<file path="src/design/mips_isa_pkg.sv">
package mips_isa_pkg;

	// instruction field widths of the 32-bit MIPS word
	localparam int opcode_w = 6;
	localparam int funct_w = 6;
	localparam int imm_w = 16;
	localparam int target_w = 26;

	// primary opcodes that the execution unit recognises
	typedef enum logic [opcode_w-1:0] {
		op_special = 6'h00,
		op_jal     = 6'h03,
		op_addi    = 6'h08,
		op_addiu   = 6'h09,
		op_slti    = 6'h0a,
		op_andi    = 6'h0c,
		op_ori     = 6'h0d,
		op_xori    = 6'h0e,
		op_lui     = 6'h0f
	} opcode_e;

	// function codes of the special (R-type) opcode
	typedef enum logic [funct_w-1:0] {
		fn_sll     = 6'h00,
		fn_srl     = 6'h02,
		fn_syscall = 6'h0c,
		fn_add     = 6'h20,
		fn_addu    = 6'h21,
		fn_sub     = 6'h22,
		fn_and     = 6'h24,
		fn_or      = 6'h25,
		fn_xor     = 6'h26,
		fn_nor     = 6'h27,
		fn_slt     = 6'h2a
	} funct_e;

	// architectural register numbers with a fixed role
	localparam logic [4:0] reg_zero = 5'd0;
	localparam logic [4:0] reg_v0 = 5'd2;
	localparam logic [4:0] reg_a0 = 5'd4;
	localparam logic [4:0] reg_sp = 5'd29;
	localparam logic [4:0] reg_ra = 5'd31;

endpackage

</file>
<file path="src/design/core_pkg.sv">
package core_pkg;

	// datapath word width and register index width
	localparam int data_w = 32;
	localparam int addr_w = 5;
	// number of general purpose registers
	localparam int reg_count = 32;

	// operations the ALU can perform
	typedef enum logic [3:0] {
		alu_add,
		alu_sub,
		alu_and,
		alu_or,
		alu_xor,
		alu_nor,
		alu_slt,
		alu_sll,
		alu_srl,
		alu_lui
	} alu_op_e;

	// broad instruction class, it also steers the register file read ports
	typedef enum logic [1:0] {
		cls_alu,
		cls_jal,
		cls_syscall,
		cls_illegal
	} instr_class_e;

	// handshake sequencer states
	typedef enum logic [1:0] {
		st_idle,
		st_read,
		st_exec,
		st_ack
	} seq_state_e;

endpackage

</file>
<file path="src/design/reg_port_if.sv">
`timescale 1ns/1ns

interface reg_port_if;

	// read side, two ports addressed by rs and rt
	logic [core_pkg::addr_w-1:0] rs;
	logic [core_pkg::addr_w-1:0] rt;
	// class of the current instruction, selects the read override
	core_pkg::instr_class_e read_sel;
	logic [core_pkg::data_w-1:0] pc_plus_4;
	logic read_en;
	logic [core_pkg::data_w-1:0] read_data_1;
	logic [core_pkg::data_w-1:0] read_data_2;

	// single synchronous write port
	logic wr_en;
	logic [core_pkg::addr_w-1:0] wr_addr;
	logic [core_pkg::data_w-1:0] wr_data;

	// the sequencer issues reads and writes
	modport seq (
		output rs, rt, read_sel, pc_plus_4, read_en,
		output wr_en, wr_addr, wr_data,
		input read_data_1, read_data_2
	);

	// the register file serves them
	modport rf (
		input rs, rt, read_sel, pc_plus_4, read_en,
		input wr_en, wr_addr, wr_data,
		output read_data_1, read_data_2
	);

endinterface

</file>
<file path="src/design/mips_regfile.sv">
`timescale 1ns/1ns

module mips_regfile #(
	parameter logic [31:0] stack_top = 32'h0000_3ffc
) (
	input logic clk,
	input logic rst,
	reg_port_if.rf port
);

	logic [core_pkg::data_w-1:0] regs [core_pkg::reg_count];

	// write port, r0 is never written so it stays at its reset value of zero
	always_ff @(posedge clk) begin
		if (rst) begin
			for (int i = 0; i < core_pkg::reg_count; i++) begin
				regs[i] <= '0;
			end
			// the stack pointer starts at the top of the stack region
			regs[mips_isa_pkg::reg_sp] <= stack_top;
		end else if (port.wr_en && port.wr_addr != mips_isa_pkg::reg_zero) begin
			regs[port.wr_addr] <= port.wr_data;
		end
	end

	// registered read ports
	// syscall reads v0 and a0 regardless of the instruction fields
	// jal reads the return address on port 1 and zero on port 2
	always_ff @(posedge clk) begin
		if (port.read_en) begin
			case (port.read_sel)
				core_pkg::cls_syscall: begin
					port.read_data_1 <= regs[mips_isa_pkg::reg_v0];
					port.read_data_2 <= regs[mips_isa_pkg::reg_a0];
				end
				core_pkg::cls_jal: begin
					port.read_data_1 <= port.pc_plus_4;
					port.read_data_2 <= regs[mips_isa_pkg::reg_zero];
				end
				default: begin
					port.read_data_1 <= regs[port.rs];
					port.read_data_2 <= regs[port.rt];
				end
			endcase
		end
	end

	// a normal read of r0 on either port returns zero one cycle later
	a_r0_rs_zero: assert property (@(posedge clk) disable iff (rst)
		port.read_en && port.read_sel inside {core_pkg::cls_alu, core_pkg::cls_illegal}
		&& port.rs == mips_isa_pkg::reg_zero |=> port.read_data_1 == '0);
	a_r0_rt_zero: assert property (@(posedge clk) disable iff (rst)
		port.read_en && port.read_sel inside {core_pkg::cls_alu, core_pkg::cls_illegal}
		&& port.rt == mips_isa_pkg::reg_zero |=> port.read_data_2 == '0);

	// the sequencer must never read and write in the same cycle
	a_no_rw_overlap: assert property (@(posedge clk) disable iff (rst)
		!(port.wr_en && port.read_en));

endmodule

</file>
<file path="src/design/mips_decoder.sv">
`timescale 1ns/1ns

module mips_decoder (
	input logic [31:0] instr,
	output logic [4:0] rs,
	output logic [4:0] rt,
	output logic [4:0] dest,
	output logic [31:0] imm,
	output logic use_imm,
	output logic [4:0] shamt,
	output core_pkg::alu_op_e alu_op,
	output core_pkg::instr_class_e cls
);

	mips_isa_pkg::opcode_e opcode;
	mips_isa_pkg::funct_e funct;
	logic [4:0] rd;
	logic [core_pkg::data_w-1:0] imm_sext;
	logic [core_pkg::data_w-1:0] imm_zext;

	// fixed instruction fields
	assign opcode = mips_isa_pkg::opcode_e'(instr[31:26]);
	assign funct = mips_isa_pkg::funct_e'(instr[5:0]);
	assign rs = instr[25:21];
	assign rt = instr[20:16];
	assign rd = instr[15:11];
	assign shamt = instr[10:6];

	// both extensions of the 16-bit immediate
	assign imm_sext = {{(core_pkg::data_w - mips_isa_pkg::imm_w){instr[15]}},
		instr[mips_isa_pkg::imm_w-1:0]};
	assign imm_zext = {{(core_pkg::data_w - mips_isa_pkg::imm_w){1'b0}},
		instr[mips_isa_pkg::imm_w-1:0]};

	always_comb begin
		// anything not matched below is illegal and writes nothing
		alu_op = core_pkg::alu_add;
		cls = core_pkg::cls_illegal;
		dest = mips_isa_pkg::reg_zero;
		use_imm = 1'b0;
		imm = imm_sext;
		case (opcode)
			mips_isa_pkg::op_special: begin
				// R-type writes rd, syscall only reads
				cls = core_pkg::cls_alu;
				dest = rd;
				case (funct)
					mips_isa_pkg::fn_add: alu_op = core_pkg::alu_add;
					mips_isa_pkg::fn_addu: alu_op = core_pkg::alu_add;
					mips_isa_pkg::fn_sub: alu_op = core_pkg::alu_sub;
					mips_isa_pkg::fn_and: alu_op = core_pkg::alu_and;
					mips_isa_pkg::fn_or: alu_op = core_pkg::alu_or;
					mips_isa_pkg::fn_xor: alu_op = core_pkg::alu_xor;
					mips_isa_pkg::fn_nor: alu_op = core_pkg::alu_nor;
					mips_isa_pkg::fn_slt: alu_op = core_pkg::alu_slt;
					mips_isa_pkg::fn_sll: alu_op = core_pkg::alu_sll;
					mips_isa_pkg::fn_srl: alu_op = core_pkg::alu_srl;
					mips_isa_pkg::fn_syscall: begin
						cls = core_pkg::cls_syscall;
						dest = mips_isa_pkg::reg_zero;
					end
					default: begin
						cls = core_pkg::cls_illegal;
						dest = mips_isa_pkg::reg_zero;
					end
				endcase
			end
			mips_isa_pkg::op_jal: begin
				// the link value arrives through the read override
				cls = core_pkg::cls_jal;
				dest = mips_isa_pkg::reg_ra;
			end
			default: begin
				// I-type, result goes to rt
				cls = core_pkg::cls_alu;
				dest = rt;
				use_imm = 1'b1;
				case (opcode)
					mips_isa_pkg::op_addi: alu_op = core_pkg::alu_add;
					mips_isa_pkg::op_addiu: alu_op = core_pkg::alu_add;
					mips_isa_pkg::op_slti: alu_op = core_pkg::alu_slt;
					mips_isa_pkg::op_andi: begin
						alu_op = core_pkg::alu_and;
						imm = imm_zext;
					end
					mips_isa_pkg::op_ori: begin
						alu_op = core_pkg::alu_or;
						imm = imm_zext;
					end
					mips_isa_pkg::op_xori: begin
						alu_op = core_pkg::alu_xor;
						imm = imm_zext;
					end
					mips_isa_pkg::op_lui: begin
						alu_op = core_pkg::alu_lui;
						imm = imm_zext;
					end
					default: begin
						cls = core_pkg::cls_illegal;
						dest = mips_isa_pkg::reg_zero;
						use_imm = 1'b0;
					end
				endcase
			end
		endcase
	end

endmodule

</file>
<file path="src/design/mips_alu.sv">
`timescale 1ns/1ns

module mips_alu (
	input core_pkg::alu_op_e op,
	input logic [31:0] a,
	input logic [31:0] b,
	input logic [4:0] shamt,
	output logic [31:0] y
);

	always_comb begin
		case (op)
			// add and addu differ only in trapping, which is not modelled
			core_pkg::alu_add: y = a + b;
			core_pkg::alu_sub: y = a - b;
			core_pkg::alu_and: y = a & b;
			core_pkg::alu_or: y = a | b;
			core_pkg::alu_xor: y = a ^ b;
			core_pkg::alu_nor: y = ~(a | b);
			// signed compare, result is 0 or 1
			core_pkg::alu_slt: begin
				y = {31'b0, $signed(a) < $signed(b)};
			end
			// the shifts move the rt operand by the shamt field
			core_pkg::alu_sll: y = b << shamt;
			core_pkg::alu_srl: y = b >> shamt;
			// lui puts the immediate in the upper half
			core_pkg::alu_lui: y = {b[15:0], 16'h0000};
			default: y = '0;
		endcase
	end

endmodule

</file>
<file path="src/design/mips_sequencer.sv">
`timescale 1ns/1ns

module mips_sequencer #(
	parameter logic [31:0] reset_pc = 32'h0040_0000
) (
	input logic clk,
	input logic rst,
	input logic req,
	input logic [31:0] instr,
	output logic ack,
	output logic [4:0] result_reg,
	output logic [31:0] result_data,
	output logic [31:0] aux_data,
	output logic syscall,
	output logic illegal,
	output logic [31:0] pc,
	output logic [31:0] dec_instr,
	input logic [4:0] dec_rs,
	input logic [4:0] dec_rt,
	input logic [4:0] dec_dest,
	input logic [31:0] dec_imm,
	input logic dec_use_imm,
	input core_pkg::instr_class_e dec_cls,
	output logic [31:0] alu_op_a,
	output logic [31:0] alu_op_b,
	input logic [31:0] alu_y,
	reg_port_if.seq port
);

	core_pkg::seq_state_e state;
	logic [core_pkg::data_w-1:0] wb_data;
	logic [core_pkg::data_w-1:0] pc_next;
	logic is_jal;
	logic is_sys;

	assign is_jal = dec_cls == core_pkg::cls_jal;
	assign is_sys = dec_cls == core_pkg::cls_syscall;

	// read request comes straight from the decoded latched instruction
	assign port.rs = dec_rs;
	assign port.rt = dec_rt;
	assign port.read_sel = dec_cls;
	assign port.pc_plus_4 = pc + 32'd4;
	assign port.read_en = state == core_pkg::st_read;

	// operand a is always rs, operand b is rt or the immediate
	assign alu_op_a = port.read_data_1;
	assign alu_op_b = dec_use_imm ? dec_imm : port.read_data_2;

	// for jal port 1 already carries pc+4 from the read override
	assign wb_data = is_jal ? port.read_data_1 : alu_y;

	// write back in the exec cycle only, so it never meets a read
	assign port.wr_en = state == core_pkg::st_exec
		&& dec_cls inside {core_pkg::cls_alu, core_pkg::cls_jal};
	assign port.wr_addr = dec_dest;
	assign port.wr_data = wb_data;

	// jal keeps the 256 MB region of pc+4 and takes the word target
	assign pc_next = is_jal
		? {port.pc_plus_4[31:28], dec_instr[mips_isa_pkg::target_w-1:0], 2'b00}
		: port.pc_plus_4;

	// control state
	always_ff @(posedge clk) begin
		if (rst) begin
			state <= core_pkg::st_idle;
			ack <= 1'b0;
			syscall <= 1'b0;
			illegal <= 1'b0;
			pc <= reset_pc;
		end else begin
			case (state)
				core_pkg::st_idle: begin
					if (req) begin
						state <= core_pkg::st_read;
					end
				end
				// the register file captures its operands on this edge
				core_pkg::st_read: state <= core_pkg::st_exec;
				core_pkg::st_exec: begin
					state <= core_pkg::st_ack;
					ack <= 1'b1;
					syscall <= is_sys;
					illegal <= dec_cls == core_pkg::cls_illegal;
					pc <= pc_next;
				end
				// hold ack until the host lets go of req
				core_pkg::st_ack: begin
					if (!req) begin
						state <= core_pkg::st_idle;
						ack <= 1'b0;
					end
				end
				default: state <= core_pkg::st_idle;
			endcase
		end
	end

	// instruction latch and result registers
	always_ff @(posedge clk) begin
		if (state == core_pkg::st_idle && req) begin
			dec_instr <= instr;
		end
		if (state == core_pkg::st_exec) begin
			result_reg <= dec_dest;
			// syscall shows v0 here and a0 on the aux path
			if (is_sys) begin
				result_data <= port.read_data_1;
			end else if (dec_cls == core_pkg::cls_illegal) begin
				result_data <= '0;
			end else begin
				result_data <= wb_data;
			end
			aux_data <= is_sys ? port.read_data_2 : '0;
		end
	end

	// the host must still hold req at the edge where ack goes up
	a_ack_needs_req: assert property (@(posedge clk) disable iff (rst)
		$rose(ack) |-> $past(req));

endmodule

</file>
<file path="src/design/mips_exec_top.sv">
`timescale 1ns/1ns

module mips_exec_top #(
	parameter logic [31:0] stack_top = 32'h0000_3ffc,
	parameter logic [31:0] reset_pc = 32'h0040_0000
) (
	input logic clk,
	input logic rst,
	input logic req,
	input logic [31:0] instr,
	output logic ack,
	output logic [4:0] result_reg,
	output logic [31:0] result_data,
	output logic [31:0] aux_data,
	output logic syscall,
	output logic illegal,
	output logic [31:0] pc
);

	logic [31:0] dec_instr;
	logic [4:0] dec_rs;
	logic [4:0] dec_rt;
	logic [4:0] dec_dest;
	logic [31:0] dec_imm;
	logic dec_use_imm;
	logic [4:0] dec_shamt;
	core_pkg::alu_op_e dec_alu_op;
	core_pkg::instr_class_e dec_cls;
	logic [31:0] alu_op_a;
	logic [31:0] alu_op_b;
	logic [31:0] alu_y;

	// register file access bundle between sequencer and register file
	reg_port_if rp ();

	mips_regfile #(
		.stack_top(stack_top)
	) u_regfile (
		.clk(clk),
		.rst(rst),
		.port(rp.rf)
	);

	// decodes the instruction held by the sequencer
	mips_decoder u_decoder (
		.instr(dec_instr),
		.rs(dec_rs),
		.rt(dec_rt),
		.dest(dec_dest),
		.imm(dec_imm),
		.use_imm(dec_use_imm),
		.shamt(dec_shamt),
		.alu_op(dec_alu_op),
		.cls(dec_cls)
	);

	// operation and shift amount come from the decoder, operands from the sequencer
	mips_alu u_alu (
		.op(dec_alu_op),
		.a(alu_op_a),
		.b(alu_op_b),
		.shamt(dec_shamt),
		.y(alu_y)
	);

	mips_sequencer #(
		.reset_pc(reset_pc)
	) u_sequencer (
		.clk(clk),
		.rst(rst),
		.req(req),
		.instr(instr),
		.ack(ack),
		.result_reg(result_reg),
		.result_data(result_data),
		.aux_data(aux_data),
		.syscall(syscall),
		.illegal(illegal),
		.pc(pc),
		.dec_instr(dec_instr),
		.dec_rs(dec_rs),
		.dec_rt(dec_rt),
		.dec_dest(dec_dest),
		.dec_imm(dec_imm),
		.dec_use_imm(dec_use_imm),
		.dec_cls(dec_cls),
		.alu_op_a(alu_op_a),
		.alu_op_b(alu_op_b),
		.alu_y(alu_y),
		.port(rp.seq)
	);

endmodule

</file>
<file path="config.mk">
export PLATFORM = sky130hd
export DESIGN_NAME = mips_exec_top
export DESIGN_NICKNAME = d
export VERILOG_FILES = /design/src/design/mips_isa_pkg.sv /design/src/design/core_pkg.sv /design/src/design/reg_port_if.sv /design/src/design/mips_regfile.sv /design/src/design/mips_decoder.sv /design/src/design/mips_alu.sv /design/src/design/mips_sequencer.sv /design/src/design/mips_exec_top.sv
export SDC_FILE = /design/constraint.sdc
export NUM_CORES = 2
export LEC_CHECK = 0
export BUFFER_PORTS_ARGS = -buffer_cell sky130_fd_sc_hd__buf_2
export CORE_MARGIN = 3
export CORE_UTILIZATION = 64
export CTS_CLUSTER_SIZE = 20
export DETAILED_ROUTE_END_ITERATION = 8
export GPL_TIMING_DRIVEN = 0
export HOLD_SLACK_MARGIN = 0.06
export PLACE_DENSITY_LB_ADDON = 0.3
export SYNTH_ARGS = -nofsm -noshare
export SYNTH_HDL_FRONTEND = slang
export SYNTH_SLANG_ARGS = --single-unit
</file>
<file path="constraint.sdc">
create_clock -name clk -period 5.67 [get_ports clk]
set_clock_uncertainty 0.05 [all_clocks]
set_input_delay 0.567 -clock clk [delete_from_list [all_inputs] [get_ports clk]]
set_output_delay 0.567 -clock clk [all_outputs]
set_load 0.02 [all_outputs]
</file>
==> results of run 1 <==
==> kinds of logic after synthesis <==
group | after synthesis | share of synthesized area (%)
other | 1 | 0.005155
muxes | 873 | 24.27
AOI/OAI and AO/OA | 807 | 8.119
DFF | 1234 | 50.32
adders and majority gates | 111 | 1.930
buffers and inverters | 739 | 4.181
xor gates and xnor gates | 51 | 0.6140
and+or+nand+nor | 1826 | 10.57
==> routing by layer <==
| metal | GRT overflow | track usage [%] |
|---|---|---|
| met3 | 35 | 72.22 |
| met4 | 173 | 80.73 |
| met2 | 185 | 93.26 |
| met5 | 6 | 44.16 |
| met1 | 18 | 81.47 |
==> per-stage QoR <==
stage               utilization [%]  setup slack [ns]  hold WS [ns]
CTS                           72.45          -0.01014        0.1571
global placement              66.95            -2.904        0.4151
floorplan                         -            0.8421        0.4254
detailed placement            67.52            -2.676        0.4307
==> Yosys cell counts, types with 24 or more instances <==
cell type  instances  area [sq um]
a21oi_1          144         720.7
buf_1             81         304.0
and2_1            46         287.8
mux2_2            86         968.4
nor3_1            82         410.4
o21ai_0          149         745.7
o31ai_1           33         247.7
and3_1            31         193.9
mux2i_1           83         830.8
buf_2            118         590.6
nand3_1           58         290.3
a31oi_1           24         150.1
clkbuf_1         333          1250
nor2_1          1139          4275
a222oi_1          47         470.5
xnor2_1           32         280.3
a22oi_1           35         262.8
a211oi_1          44         330.3
buf_4             28         210.2
o211ai_1          36         270.3
nand2b_1          28         175.2
ha_1             109          1364
nand4_1           35         219.0
nand2_1          317          1190
inv_1            174         653.1
edfxtp_1        1189         35700
mux4_2           704         15860
dfxtp_1           45         900.9
==> repair_timing <==
action                                  in CTS
hold endpoints to repair                    37
buffers inserted                            23
hold buffers                                32
pin swaps                                   23
gates cloned                                 0
gates resized for setup                    239
endpoints found under the setup margin    2105
==> out/summary.txt, run 1 <==
TritonCTS buffer count -> 119
Syn Inst Count -> 5,642
RePlAce Congestion -> 1.119
top_reg_cell synth -> edfxtp_1
largest net degree at the start of global routing -> 50
Die W -> 343.2 microns
Sink Count -> 1,234
CTS Root Cell -> clkbuf_16
Post-synth EDFFs -> 1,189
failing step -> global routing (5_1_grt)
initial cell density of the core -> 64.58%
number of global-route vias before repair -> 77,142
status -> stopped before the end
register area share after synthesis -> 50.32%
clk buf depth -> 3
number of distinct library cells after synthesis -> 102
Overflow after GRT -> 417
IO Pins -> 139
Die H -> 343.2 microns
Post-Synthesis Cell Area -> 72,750 sq um
IO buf count -> 135
H-tree depth -> 3
first-pass GRT wire length -> 666,500 microns
gr usage total -> 81.65%
Log Error -> [ERROR GRT-0116] Global routing finished with congestion. Check the congestion regions in the DRC Viewer.
ys async rst share -> 0%
Synth Register Bits -> 1,234
Syn Area/Cell -> 12.89 sq um
dpl cells -> 7,333
Yosys Warn Count -> 0
Post-DP Area -> 76,060 sq um
Post-DP HPWL -> 270,700 microns
Site Rows -> 123
==> run 2, diff against run 1 <==
CORE_UTILIZATION = 40   (was 64)
CTS_CLUSTER_SIZE = unset   (was 20)
HOLD_SLACK_MARGIN = unset   (was 0.06)
PLACE_DENSITY_LB_ADDON = 0.15   (was 0.3)
==> run 2 against run 1 <==
  * The flow now finishes, with violations (DRC, capacitance limit, slew limit, setup timing)
  * Area after synthesis stayed put
  * Synthesized cell count unchanged
==> out/summary.txt, run 2 <==
synth cell count leaders -> edfxtp_1 (1,189), nor2_1 (1,139), mux4_2 (704)
Sink Count -> 1,234
Post-Synthesis Cell Area -> 72,750 sq um
FMAX -> 171.4 MHz
first-pass GRT wire length -> 451,700 microns
most common cell after layout, fill and taps aside -> edfxtp_1
Syn Inst Count -> 5,642
pre-CTS WS -> -2.240 ns
Clk pin slew, worst setup/hold paths -> 0.06 ns
CP Cell Sequence -> buf_2 > buf_2 > buf_1 > clkbuf_1 > mux2i_1 > o22ai_1 > a221oi_1 > a41o_1 > buf_2 > nor2_1
post-route clock period utilization -> 102.9%
initial cell density of the core -> 40.51%
worst vdd ir -> 0.0004164 V
Die W -> 432.5 microns
H-tree depth -> 4
TritonCTS buffer count -> 142
DR vias -> 55,732
most frequent cells in the layout -> edfxtp_1 (1,189), nor2_1 (1,131), mux4_2 (704), clkbuf_1 (307), nand2_1 (274)
Site Rows -> 155
top_reg_cell synth -> edfxtp_1
most area-consuming cells after synthesis -> edfxtp_1 (49%), mux4_2 (22%), nor2_1 (5.9%)
CP required -> 6.11 ns
ys async rst share -> 0%
endpoints failing setup -> 73
Post-Synth XOR/XNOR Area -> 0.6140%
Critical-path top delay cell -> clkbuf_1
Tightest Pin Transition -> 1.506 ns
setup ws final -> -0.1648 ns
Post-DP HPWL -> 266,200 microns
CP dominant cell by count -> buf_2
Synth Area in Adders -> 1.930%
Leakage Power -> 29.81 nW
largest net degree at the start of global routing -> 64
most frequent cell after synthesis -> edfxtp_1
final std cells w/o fill -> 8,511
register area share after synthesis -> 50.32%
CTS Root Cell -> clkbuf_16
DR iter-0 viols -> 8,667
Post-DP Area -> 76,920 sq um
Critical Path AT -> 6.27 ns
crit-path max FO -> 10
DRT Pass-1 Iters -> 9
gr usage total -> 35.27%
number of global-route vias before repair -> 55,181
clk buf depth -> 3
number of distinct library cells after synthesis -> 102
CTS tree -> built
Slew headroom -> -0.4023%
Overflow after GRT -> 0
WS Path Type -> flip-flop to flip-flop
initial antenna violation count -> 22
post-synthesis mux area share -> 24.27%
worst-skew pair later-pin latency -> 0.83 ns
Simple-Gate Fraction of Synth Area -> 10.57%
failing checks -> DRC, capacitance limit, slew limit, setup timing
count of final max-slew check failures -> 10
compound-cell area share of the yosys netlist -> 8.119%
RePlAce Congestion -> 1.041
Final Util -> 46.60%
Hold Violations, Final -> 0
status -> complete, but fails checks
top cell type by total area after synthesis -> edfxtp_1
Power Dens Cells -> 649.1 nW/um^2
vias per cell -> 6.548
Residual DRC -> 18
nets -> 6,186
RSZ-0062 raised after global routing -> true
core area -> 179,600 sq um
min cycle time layout -> 5.835 ns
Critical path buffers and inverters -> 5
worst hold path type -> primary input to flip-flop
Post-DRT Antenna Nets -> 0
WL final -> 332,800 microns
Area growth, synth to finish -> 15.04%
nature of the critical path endpoint -> flip-flop
Syn Area/Cell -> 12.89 sq um
design area -> 83,690 sq um
Yosys top cell area share -> 49.08%
number of max-cap violations -> 3
Setup crit start kind -> flip-flop
Yosys Warn Count -> 0
largest stage delay on the critical path -> 0.84 ns
Die ar. -> 187,000 sq um
Post-synth EDFFs -> 1,189
CP delay by family, top -> buffers and inverters
WL/cell -> 39.11 microns
Top reg by flops -> u_regfile.regs
Die H -> 432.5 microns
max FFs per register -> 1,024
layout cells sized above 1 -> 26.08%
IO Pins -> 139
Synth Register Bits -> 1,234
dpl cells -> 8,181
largest family of logic cells by synthesized area -> multiplexers
IO buf count -> 135
## run 2: cell counts after synthesis
Identical to the previous run, type by type.
## run 2: worst paths after layout
kind | end | start | depth (start not counted) | slack [ns]
min | u_sequencer.ack$_SDFFE_PP0P_ | req | 3 | 0.06
max | u_regfile.regs[2][8]$_SDFFCE_PN0P_ | u_sequencer.dec_instr[7]$_DFFE_PP_ | 10 | -0.16
min reg2reg | u_sequencer.ack$_SDFFE_PP0P_ | u_sequencer.ack$_SDFFE_PP0P_ | 2 | 0.43
max reg2reg | u_regfile.regs[2][8]$_SDFFCE_PN0P_ | u_sequencer.dec_instr[7]$_DFFE_PP_ | 10 | -0.16
## run 2: layout make-up
type,instances,area (sq um)
Timing Repair Buffer,230,1856
Multi-Input combinational cell,3702,34370
Tap cell,2355,2947
Inverter,177,689.4
Fill cell,16381,95890
Clock inverter,78,863.3
Antenna cell,3,7.507
Clock buffer,179,3797
Buffer,553,2556
Sequential cell,1234,36610
## run 2: kinds of logic after synthesis
| group | count (synthesis) |
|---|---|
| AND/OR/NAND/NOR | 1826 |
| flip-flops | 1234 |
| multiplexers | 873 |
| AO/OA/AOI/OAI | 807 |
| buffers and inverters | 739 |
| adder cells (fa/ha/maj) | 111 |
| XOR/XNOR | 51 |
| other | 1 |
## run 2: timing repair
action,CTS,global route
hold endpoints to repair,40,0
buffers inserted,27,19
endpoints found under the setup margin,2101,1738
hold buffers,32,0
gates resized for setup,201,111
pin swaps,22,17
## run 2: through the flow
stage	TNS [ns]	total power, mW	hold slack (ns)
6_report	-3.803	54.33	0.06016
5_1_grt	-0.5722	55.65	0.07495
4_1_cts	-7.880	52.61	0.02211
3_5_place_dp	-2823.68	41.44	0.4191
3_3_place_gp	-4104.57	41.05	0.4200
2_1_floorplan	0	28.54	0.4254
## run 2: where the power goes
part	switching, mW	internal, mW	total (mW)
logic	21.9	10.9	32.8
registers	1.11	11.1	12.2
clock network	3.99	5.34	9.33
total	27.0	27.3	54.3
## run 2: worst register-to-register path, cell delays in order, from the launching register on
cell,delay (ns)
edfxtp_1,0.43
buf_2,0.37
buf_2,0.43
buf_1,0.73
clkbuf_1,0.84
mux2i_1,0.46
o22ai_1,0.40
a221oi_1,0.76
a41o_1,0.61
buf_2,0.36
nor2_1,0.07
## run 2: routing by layer
layer | global-route usage [%] | routed length (microns) | up-vias
met2 | 56.87 | 155600 | 3435
met5 | 0 | 48 | -
met3 | 6.917 | 30530 | 855
li1 | - | - | 22548
met4 | 23.29 | 26930 | 6
met1 | 43.26 | 119700 | 28888
Note: power is estimated with default switching activity, not from simulation.
